$ cat src/wb_pkg.sv
package wb_pkg;

    localparam int LINE_WORDS    = 4;
    localparam int NUM_SLOTS     = 8;
    localparam int SLOT_BITS     = $clog2(NUM_SLOTS);
    localparam int WORD_SEL_BITS = $clog2(LINE_WORDS);  // word index inside a line
    localparam int LINE_OFFSET   = WORD_SEL_BITS + 2;   // byte offset bits of a line

    typedef logic [31:0] word_t;
    typedef logic [31:0] addr_t;
    typedef logic [3:0]  strb_t;
    typedef word_t [LINE_WORDS-1:0] line_t;

    // AXI awlen width, also used as beat counter
    typedef logic [7:0] beat_t;

    typedef logic [SLOT_BITS-1:0] slot_id_t;
    typedef logic [NUM_SLOTS-1:0] slot_mask_t;

    localparam beat_t      LINE_LEN   = beat_t'(LINE_WORDS - 1);
    localparam logic [1:0] BURST_INCR = 2'b01;
    localparam logic [2:0] SIZE_WORD  = 3'b010;  // 4 bytes per beat

    typedef enum logic [1:0] {
        ST_IDLE,
        ST_ADDR,
        ST_DATA,
        ST_RESP
    } issue_state_t;

endpackage
$ cat src/write_buffer.sv
`timescale 1ns/1ps

module write_buffer (
    input  logic             i_clk,
    input  logic             i_rst,
    input  logic             i_line_we,
    input  wb_pkg::addr_t    i_line_addr,
    input  wb_pkg::line_t    i_line_data,
    output logic             o_line_ready,
    input  logic             i_unc_we,
    input  wb_pkg::addr_t    i_unc_addr,
    input  wb_pkg::word_t    i_unc_data,
    input  wb_pkg::strb_t    i_unc_strb,
    output logic             o_unc_ready,
    output logic             o_idle,
    output logic             o_awvalid,
    input  logic             i_awready,
    output wb_pkg::addr_t    o_awaddr,
    output wb_pkg::beat_t    o_awlen,
    output logic [2:0]       o_awsize,
    output logic [1:0]       o_awburst,
    output logic             o_wvalid,
    input  logic             i_wready,
    output wb_pkg::word_t    o_wdata,
    output wb_pkg::strb_t    o_wstrb,
    output logic             o_wlast,
    input  logic             i_bvalid,
    output logic             o_bready
);
    import wb_pkg::*;

    slot_mask_t              load;
    addr_t [NUM_SLOTS-1:0]   load_addr;
    beat_t [NUM_SLOTS-1:0]   load_len;
    strb_t [NUM_SLOTS-1:0]   load_strb;
    addr_t [NUM_SLOTS-1:0]   slot_addr;
    beat_t [NUM_SLOTS-1:0]   slot_len;
    strb_t [NUM_SLOTS-1:0]   slot_strb;
    word_t [NUM_SLOTS-1:0]   slot_word;
    slot_id_t                head;
    logic                    head_valid;
    logic                    pop;
    slot_id_t                pop_slot;
    beat_t                   beat;      // broadcast word select

    wb_admit u_admit (
        .i_clk        (i_clk),
        .i_rst        (i_rst),
        .i_line_we    (i_line_we),
        .i_line_addr  (i_line_addr),
        .i_unc_we     (i_unc_we),
        .i_unc_addr   (i_unc_addr),
        .i_unc_strb   (i_unc_strb),
        .i_pop        (pop),
        .i_pop_slot   (pop_slot),
        .o_line_ready (o_line_ready),
        .o_unc_ready  (o_unc_ready),
        .o_load       (load),
        .o_load_addr  (load_addr),
        .o_load_len   (load_len),
        .o_load_strb  (load_strb),
        .o_head       (head),
        .o_head_valid (head_valid),
        .o_idle       (o_idle)
    );

    for (genvar g = 0; g < NUM_SLOTS; g++) begin : g_slot
        wb_slot u_slot (
            .i_clk      (i_clk),
            .i_rst      (i_rst),
            .i_load     (load[g]),
            .i_addr     (load_addr[g]),
            .i_len      (load_len[g]),
            .i_strb     (load_strb[g]),
            .i_line     (i_line_data),
            .i_unc_data (i_unc_data),
            .i_beat     (beat),
            .o_addr     (slot_addr[g]),
            .o_len      (slot_len[g]),
            .o_strb     (slot_strb[g]),
            .o_word     (slot_word[g])
        );
    end

    wb_axi_issue u_issue (
        .i_clk        (i_clk),
        .i_rst        (i_rst),
        .i_head       (head),
        .i_head_valid (head_valid),
        .i_slot_addr  (slot_addr),
        .i_slot_len   (slot_len),
        .i_slot_strb  (slot_strb),
        .i_slot_word  (slot_word),
        .i_awready    (i_awready),
        .i_wready     (i_wready),
        .i_bvalid     (i_bvalid),
        .o_beat       (beat),
        .o_pop        (pop),
        .o_pop_slot   (pop_slot),
        .o_awvalid    (o_awvalid),
        .o_awaddr     (o_awaddr),
        .o_awlen      (o_awlen),
        .o_awsize     (o_awsize),
        .o_awburst    (o_awburst),
        .o_wvalid     (o_wvalid),
        .o_wdata      (o_wdata),
        .o_wstrb      (o_wstrb),
        .o_wlast      (o_wlast),
        .o_bready     (o_bready)
    );

endmodule

$ cat src/wb_axi_issue.sv
`timescale 1ns/1ps

module wb_axi_issue (
    input  logic                                  i_clk,
    input  logic                                  i_rst,
    input  wb_pkg::slot_id_t                      i_head,
    input  logic                                  i_head_valid,
    input  wb_pkg::addr_t [wb_pkg::NUM_SLOTS-1:0] i_slot_addr,
    input  wb_pkg::beat_t [wb_pkg::NUM_SLOTS-1:0] i_slot_len,
    input  wb_pkg::strb_t [wb_pkg::NUM_SLOTS-1:0] i_slot_strb,
    input  wb_pkg::word_t [wb_pkg::NUM_SLOTS-1:0] i_slot_word,
    input  logic                                  i_awready,
    input  logic                                  i_wready,
    input  logic                                  i_bvalid,
    output wb_pkg::beat_t                         o_beat,
    output logic                                  o_pop,
    output wb_pkg::slot_id_t                      o_pop_slot,
    output logic                                  o_awvalid,
    output wb_pkg::addr_t                         o_awaddr,
    output wb_pkg::beat_t                         o_awlen,
    output logic [2:0]                            o_awsize,
    output logic [1:0]                            o_awburst,
    output logic                                  o_wvalid,
    output wb_pkg::word_t                         o_wdata,
    output wb_pkg::strb_t                         o_wstrb,
    output logic                                  o_wlast,
    output logic                                  o_bready
);
    import wb_pkg::*;

    issue_state_t r_state;
    issue_state_t w_state_next;
    slot_id_t     r_slot;        // slot being drained
    beat_t        r_beat;
    logic         w_last_beat;

    assign w_last_beat = r_beat == i_slot_len[r_slot];

    always_comb begin
        w_state_next = r_state;
        case (r_state)
            ST_IDLE: begin
                if (i_head_valid) begin
                    w_state_next = ST_ADDR;
                end
            end
            ST_ADDR: begin
                if (i_awready) begin
                    w_state_next = ST_DATA;
                end
            end
            ST_DATA: begin
                if (i_wready && w_last_beat) begin
                    w_state_next = ST_RESP;
                end
            end
            ST_RESP: begin
                if (i_bvalid) begin
                    w_state_next = ST_IDLE;  // slot freed on this edge
                end
            end
            default: w_state_next = ST_IDLE;
        endcase
    end

    always_ff @(posedge i_clk) begin
        if (i_rst) begin
            r_state <= ST_IDLE;
            r_beat  <= '0;
        end else begin
            r_state <= w_state_next;
            if (r_state == ST_IDLE) begin
                r_beat <= '0;
            end else if (o_wvalid && i_wready && !w_last_beat) begin
                r_beat <= r_beat + beat_t'(1);
            end
        end
    end

    always_ff @(posedge i_clk) begin
        if (r_state == ST_IDLE && i_head_valid) begin
            r_slot <= i_head;
        end
    end

    // AW channel
    assign o_awvalid = r_state == ST_ADDR;
    assign o_awaddr  = i_slot_addr[r_slot];
    assign o_awlen   = i_slot_len[r_slot];
    assign o_awsize  = SIZE_WORD;
    assign o_awburst = BURST_INCR;

    // W channel
    assign o_wvalid = r_state == ST_DATA;
    assign o_wdata  = i_slot_word[r_slot];
    assign o_wstrb  = i_slot_strb[r_slot];
    assign o_wlast  = o_wvalid && w_last_beat;
    assign o_beat   = r_beat;

    // B channel
    assign o_bready   = r_state == ST_RESP;
    assign o_pop      = o_bready && i_bvalid;
    assign o_pop_slot = r_slot;

    a_aw_hold: assert property (@(posedge i_clk) disable iff (i_rst)
        o_awvalid && !i_awready |=> o_awvalid && $stable(o_awaddr) && $stable(o_awlen));

    // slot contents must not change under a stalled beat
    a_w_hold: assert property (@(posedge i_clk) disable iff (i_rst)
        o_wvalid && !i_wready |=> o_wvalid && $stable(o_wdata) && $stable(o_wlast));

endmodule

$ cat src/wb_slot.sv
`timescale 1ns/1ps

module wb_slot (
    input  logic          i_clk,
    input  logic          i_rst,
    input  logic          i_load,
    input  wb_pkg::addr_t i_addr,
    input  wb_pkg::beat_t i_len,
    input  wb_pkg::strb_t i_strb,
    input  wb_pkg::line_t i_line,
    input  wb_pkg::word_t i_unc_data,
    input  wb_pkg::beat_t i_beat,
    output wb_pkg::addr_t o_addr,
    output wb_pkg::beat_t o_len,
    output wb_pkg::strb_t o_strb,
    output wb_pkg::word_t o_word
);
    import wb_pkg::*;

    addr_t r_addr;
    beat_t r_len;
    strb_t r_strb;
    line_t r_line;

    always_ff @(posedge i_clk) begin
        if (i_rst) begin
            r_len <= '0;
        end else if (i_load) begin
            r_len <= i_len;
        end
    end

    always_ff @(posedge i_clk) begin
        if (i_load) begin
            r_addr <= i_addr;
            r_strb <= i_strb;
            if (i_len == '0) begin
                r_line[0] <= i_unc_data;  // single store sits in word 0
            end else begin
                r_line <= i_line;
            end
        end
    end

    assign o_addr = r_addr;
    assign o_len  = r_len;
    assign o_strb = r_strb;
    assign o_word = r_line[i_beat[WORD_SEL_BITS-1:0]];  // beat picks the word

    // beat counter from the issue engine never runs past a line
    a_beat_in_line: assert property (@(posedge i_clk) disable iff (i_rst)
        i_beat <= LINE_LEN);

endmodule

$ cat src/wb_admit.sv
`timescale 1ns/1ps

module wb_admit (
    input  logic                                  i_clk,
    input  logic                                  i_rst,
    input  logic                                  i_line_we,
    input  wb_pkg::addr_t                         i_line_addr,
    input  logic                                  i_unc_we,
    input  wb_pkg::addr_t                         i_unc_addr,
    input  wb_pkg::strb_t                         i_unc_strb,
    input  logic                                  i_pop,
    input  wb_pkg::slot_id_t                      i_pop_slot,
    output logic                                  o_line_ready,
    output logic                                  o_unc_ready,
    output wb_pkg::slot_mask_t                    o_load,
    output wb_pkg::addr_t [wb_pkg::NUM_SLOTS-1:0] o_load_addr,
    output wb_pkg::beat_t [wb_pkg::NUM_SLOTS-1:0] o_load_len,
    output wb_pkg::strb_t [wb_pkg::NUM_SLOTS-1:0] o_load_strb,
    output wb_pkg::slot_id_t                      o_head,
    output logic                                  o_head_valid,
    output logic                                  o_idle
);
    import wb_pkg::*;

    // lowest set bit of the mask
    function automatic slot_id_t first_free(input slot_mask_t mask);
        slot_id_t id;
        id = '0;
        for (int i = NUM_SLOTS - 1; i >= 0; i--) begin
            if (mask[i]) begin
                id = slot_id_t'(i);
            end
        end
        return id;
    endfunction

    slot_mask_t         r_free;              // 1 = slot free
    slot_id_t           r_queue [NUM_SLOTS]; // arrival order of slot ids
    slot_id_t           r_wr_ptr;
    slot_id_t           r_rd_ptr;
    logic [SLOT_BITS:0] r_count;

    slot_id_t           w_first;
    slot_id_t           w_second;
    slot_id_t           w_unc_slot;
    slot_id_t           w_unc_pos;
    slot_mask_t         w_rest;
    slot_mask_t         w_load_line;
    slot_mask_t         w_load_unc;
    slot_mask_t         w_freed;
    logic               w_line_acc;
    logic               w_unc_acc;
    logic [SLOT_BITS:0] w_push_n;

    assign w_first  = first_free(r_free);
    assign w_rest   = r_free & ~(slot_mask_t'(1) << w_first);
    assign w_second = first_free(w_rest);

    assign o_line_ready = |r_free;
    assign o_unc_ready  = |w_rest;  // store leaves one slot for a writeback

    assign w_line_acc = i_line_we && o_line_ready;
    assign w_unc_acc  = i_unc_we && o_unc_ready;

    // line takes the first free slot when both arrive together
    assign w_unc_slot = w_line_acc ? w_second : w_first;

    assign w_load_line = w_line_acc ? (slot_mask_t'(1) << w_first) : '0;
    assign w_load_unc  = w_unc_acc ? (slot_mask_t'(1) << w_unc_slot) : '0;
    assign w_freed     = i_pop ? (slot_mask_t'(1) << i_pop_slot) : '0;
    assign o_load      = w_load_line | w_load_unc;

    // per slot fields, only looked at where the load bit is set
    for (genvar k = 0; k < NUM_SLOTS; k++) begin : g_field
        assign o_load_addr[k] = w_load_unc[k] ? i_unc_addr : i_line_addr;
        assign o_load_len[k]  = w_load_unc[k] ? beat_t'(0) : LINE_LEN;
        assign o_load_strb[k] = w_load_unc[k] ? i_unc_strb : '1;
    end

    assign w_push_n  = {{SLOT_BITS{1'b0}}, w_line_acc} + {{SLOT_BITS{1'b0}}, w_unc_acc};
    assign w_unc_pos = r_wr_ptr + slot_id_t'(w_line_acc);

    always_ff @(posedge i_clk) begin
        if (i_rst) begin
            r_free   <= '1;
            r_wr_ptr <= '0;
            r_rd_ptr <= '0;
            r_count  <= '0;
        end else begin
            r_free   <= (r_free & ~o_load) | w_freed;
            r_wr_ptr <= r_wr_ptr + slot_id_t'(w_push_n);
            if (i_pop) begin
                r_rd_ptr <= r_rd_ptr + slot_id_t'(1);
            end
            r_count <= r_count + w_push_n - {{SLOT_BITS{1'b0}}, i_pop};
        end
    end

    always_ff @(posedge i_clk) begin
        if (w_line_acc) begin
            r_queue[r_wr_ptr] <= w_first;
        end
        if (w_unc_acc) begin
            r_queue[w_unc_pos] <= w_unc_slot;  // right behind the line
        end
    end

    assign o_head       = r_queue[r_rd_ptr];
    assign o_head_valid = r_count != '0;
    assign o_idle       = &r_free;

    a_no_overflow: assert property (@(posedge i_clk) disable iff (i_rst)
        (w_line_acc || w_unc_acc) |-> (r_count + w_push_n) <= NUM_SLOTS);

    // a pop must name a slot that is really in use
    a_no_underflow: assert property (@(posedge i_clk) disable iff (i_rst)
        i_pop |-> (r_count != '0) && !r_free[i_pop_slot]);

    a_line_aligned: assert property (@(posedge i_clk) disable iff (i_rst)
        i_line_we |-> i_line_addr[LINE_OFFSET-1:0] == '0);

endmodule

$ cat config.mk
export PLATFORM = sky130hd
export DESIGN_NAME = write_buffer
export DESIGN_NICKNAME = d
export VERILOG_FILES = /design/src/wb_pkg.sv /design/src/write_buffer.sv /design/src/wb_axi_issue.sv /design/src/wb_slot.sv /design/src/wb_admit.sv
export SDC_FILE = /design/constraint.sdc
export NUM_CORES = 2
export LEC_CHECK = 0
export ABC_AREA = 1
export CAP_MARGIN = 20
export CELL_PAD_IN_SITES_DETAIL_PLACEMENT = 2
export CELL_PAD_IN_SITES_GLOBAL_PLACEMENT = 2
export CORE_UTILIZATION = 38
export CTS_CLUSTER_SIZE = 25
export DETAILED_ROUTE_END_ITERATION = 16
export DONT_BUFFER_PORTS = 1
export PLACE_DENSITY = 0.79
export SLEW_MARGIN = 20
export SYNTH_ARGS = -nofsm -noshare
export SYNTH_HDL_FRONTEND = slang
export SYNTH_HIERARCHICAL = 1
export SYNTH_SLANG_ARGS = --single-unit
$ cat constraint.sdc
create_clock -name i_clk -period 8.42 [get_ports i_clk]
set_input_delay 0.421 -clock i_clk [delete_from_list [all_inputs] [get_ports i_clk]]
set_output_delay 0.421 -clock i_clk [all_outputs]
set_load 0.02 [all_outputs]
==> summary.md <==
| Metric | Value |
|---|---|
| Cell taking the most area after synthesis | edfxtp_1 |
| Hpwl dp | 159000 um |
| Post-Syn Area | 66200 sq um |
| Die H | 419 um |
| Max_cap viols | 0 |
| Row cnt | 152 |
| Synth unique cells | 43 |
| Area Growth Syn to Fin | 13.6% |
| Clock Skews | 0.0313 ns |
| Worst hold path class | in -> reg |
| Die X | 419 um |
| Post-Route WL | 286000 um |
| Slew margin rel. | 0.195 |
| Top FF cell, synth | edfxtp_1 |
| CTS tree | done |
| # hold bufs at CTS | 278 |
| Clock Latency Late Sink | 0.82 ns |
| Final count of hold timing violations | 0 |
| Status | finished, final reports clean |
| Mapped Cells | 6625 |
| Async SR Flop Fraction | 0 |
| PortBufs | 0 |
| Count leader, synth | nor2_1 |
| H-tree depth | 4 |
| Core area | 172000 sq um |
| Final routed DRC violation total | 0 |
| Layout cells sized above 1 | 0.0725 |
| Placed Cells | 8542 |
| Part of the cycle the worst path needs | 0.738 |
| Share of the synthesized area in the top cell type | 0.608 |
| Post-cts resize count | 0 |
| TritonRoute pass-1 iters | 5 |
| Leakage | 0.0263 uW |
| IO Pins | 323 |
| Power per cell area | 283 nW/um^2 |
| Post-CTS Setup Bufs | 0 |
| VDD IR max | 0.281 mV |
| Critical path class | reg -> reg |
| Largest net degree at the start of global routing | 175 |
| Endpoints failing setup | 0 |
| Synth top cells by count | nor2_1 (1344), edfxtp_1 (1339), nand2_1 (1055) |
| Seq/Total Area, Yosys | 0.636 |
| GPL Wtd Cong | 0.813 |
| Final instance area | 75200 sq um |
| DP Area | 67100 sq um |
| Final Max Slew Viols | 0 |
| Crit-path max FO | 71 |
| RSZ-0062 raised after global routing | false |
| Root buf cell | clkbuf_16 |
| Post-synth EDFFs | 1339 |
| Syn. warnings | 6 |
| Total Routing Usage GR | 0.319 |
| Final core occ | 0.436 |
| GR Overflow Total | 0 |
| Detail Route Antenna Nets | 0 |
| Via density | 5.98 |
| Initial core utilization | 0.384 |
| Avg Cell Area, Syn | 9.99 sq um |
| Initial antenna violation count | 77 |
| Routed vias | 54.9k |
| Worst-margin pin slew | 1.20 ns |
| Sum Neg Setup Slack | 0 ns |
| Global-route wire length before repair | 410000 um |
| Highest Clock Rate | 161 MHz |
| Fillcell total | 18.1k |
| DR iter-0 viols | 5553 |
| Critical path launch point type | flop |
| Sink Count | 1434 |
| Area contributors post-synth | edfxtp_1 (61%), nor2_1 (7.6%), o21ai_1 (6.3%) |
| Die ar. | 176000 sq um |
| Number of global-route vias before repair | 59.5k |
| Worst EP arrival | 6.65 ns |
| Buffers from clock root to sink, at most | 3 |
| Fin nets | 6926 |
| Fin cells | 9171 |
| Clock Pin Slew Worst Setup and Hold Paths | 0.06 ns |
| Required @ worst endpoint | 8.86 ns |
| Yosys reg bits | 1434 |
| Number of CTS-inserted buffers | 161 |
| Crit path capture type | flop |
| DR WL/cell | 31.2 um |
| Fin crit period | 6.21 ns |
==> cells by family (layout without fill, tap and decap cells) <==
logic type | Yosys count | after routing | synth area share
AO/OA/AOI/OAI | 1836 | 1836 | 0.143
XOR/XNOR | 7 | 7 | 0.000927
adder cells (fa/ha/maj) | 18 | 18 | 0.00363
buffers and inverters | 702 | 828 | 0.0556
flip-flops | 1434 | 1434 | 0.636
other | 3 | 113 | 0.000170
AND/OR/NAND/NOR | 2625 | 2625 | 0.160
==> power by group <==
group | total [uW] | internal, uW | switching, uW
sequential | 8520 | 8330 | 195
clock | 7100 | 4010 | 3090
combinational | 5620 | 1190 | 4440
total | 21200 | 13500 | 7720
==> layout make-up <==
| type | instances | area (sq um) | area share |
|---|---|---|---|
| repair buffers | 347 | 3470 | 0.0462 |
| clock inverters | 69 | 657 | 0.00874 |
| inverters | 190 | 743 | 0.00989 |
| flip-flops and latches | 1434 | 42100 | 0.560 |
| diodes | 60 | 150 | 0.00200 |
| well taps | 2310 | 2890 | 0.0384 |
| clock buffers | 222 | 4450 | 0.0592 |
| multi-input cells | 4539 | 20700 | 0.275 |
==> worst max-delay path: stages, from the launching register on <==
cell	delay [ns]
dfxtp_1	0.44
inv_2	0.06
nand2_1	0.08
nand2_1	0.11
a21oi_4	0.40
nand4_1	0.18
nand2_1	0.13
nand2_1	0.13
nor2_1	0.15
nand4_2	0.23
nand2_4	0.23
nor2_8	0.07
nand4_4	0.08
buf_4	0.61
nor2_2	0.09
nand2_2	0.85
nor2_8	0.35
nor2_4	0.67
buf_4	0.71
==> path summary, 6_finish.rpt <==
kind              cells after the start                          end  slack [ns]                      start
setup reg to reg                     18  g_slot[0].u_slot/r_line[88]        2.21          u_admit/r_free[7]
setup / recovery                     18  g_slot[0].u_slot/r_line[88]        2.21          u_admit/r_free[7]
hold reg to reg                       2    g_slot[6].u_slot/o_len[6]        0.47  g_slot[6].u_slot/o_len[6]
hold / removal                        2  g_slot[0].u_slot/o_addr[25]        0.07             i_unc_addr[25]
==> flip-flops by register name (all words and copies together), names as in the netlist, named ones only <==
signal,count
u_issue/o_beat,8
u_admit/r_count,4
u_issue/o_pop_slot,3
g_slot.u_slot/r_line,1024
g_slot.u_slot/o_addr,256
u_admit/r_free,8
u_issue/r_state,2
g_slot.u_slot/o_strb,32
u_admit/r_rd_ptr,3
g_slot.u_slot/o_len,64
u_admit/r_wr_ptr,3
u_admit/r_queue,24
==> per-stage QoR <==
step | setup slack, ns | hold WS [ns] | power [uW]
floorplan | 1.25 | 0.441 | 11900
global placement | 2.53 | 0.449 | 13500
detailed placement | 2.33 | 0.456 | 13800
CTS | 2.32 | 0.00224 | 21100
global route | 1.88 | 0.0464 | 21800
finish | 2.21 | 0.0668 | 21200
==> metal layers <==
| metal | vias up | GRT usage | wire length, um |
|---|---|---|---|
| met4 | 38 | 0.169 | 15200 |
| li1 | 22989 | - | - |
| met2 | 2627 | 0.551 | 142000 |
| met1 | 28418 | 0.374 | 107000 |
| met3 | 782 | 0.0598 | 21200 |
| met5 | - | 0 | 238 |
==> cells in the final DEF (no fill, tap or decap), types with 4 or more instances in the layout <==
cell type	count
inv_6	6
o21ai_0	756
buf_4	56
nor2_4	10
clkinv_1	42
o21ai_1	837
inv_2	13
nand2_4	12
o21ai_2	13
nand4_1	7
clkbuf_16	165
nor2_2	20
ha_1	16
clkbuf_8	11
diode_2	60
nand3_1	68
bufinv_16	10
buf_12	12
clkbuf_1	46
o22ai_1	72
edfxtp_1	1339
dfxtp_1	94
dlygate4sd3_1	277
nor2_8	10
or2_2	4
inv_1	153
clkinv_2	26
conb_1	53
a31oi_1	68
nor2_1	1336
nand2_1	1047
a21oi_1	83
nand2_2	96
xor2_1	6
nand4_4	4
Note: power is estimated with default switching activity, not from simulation.
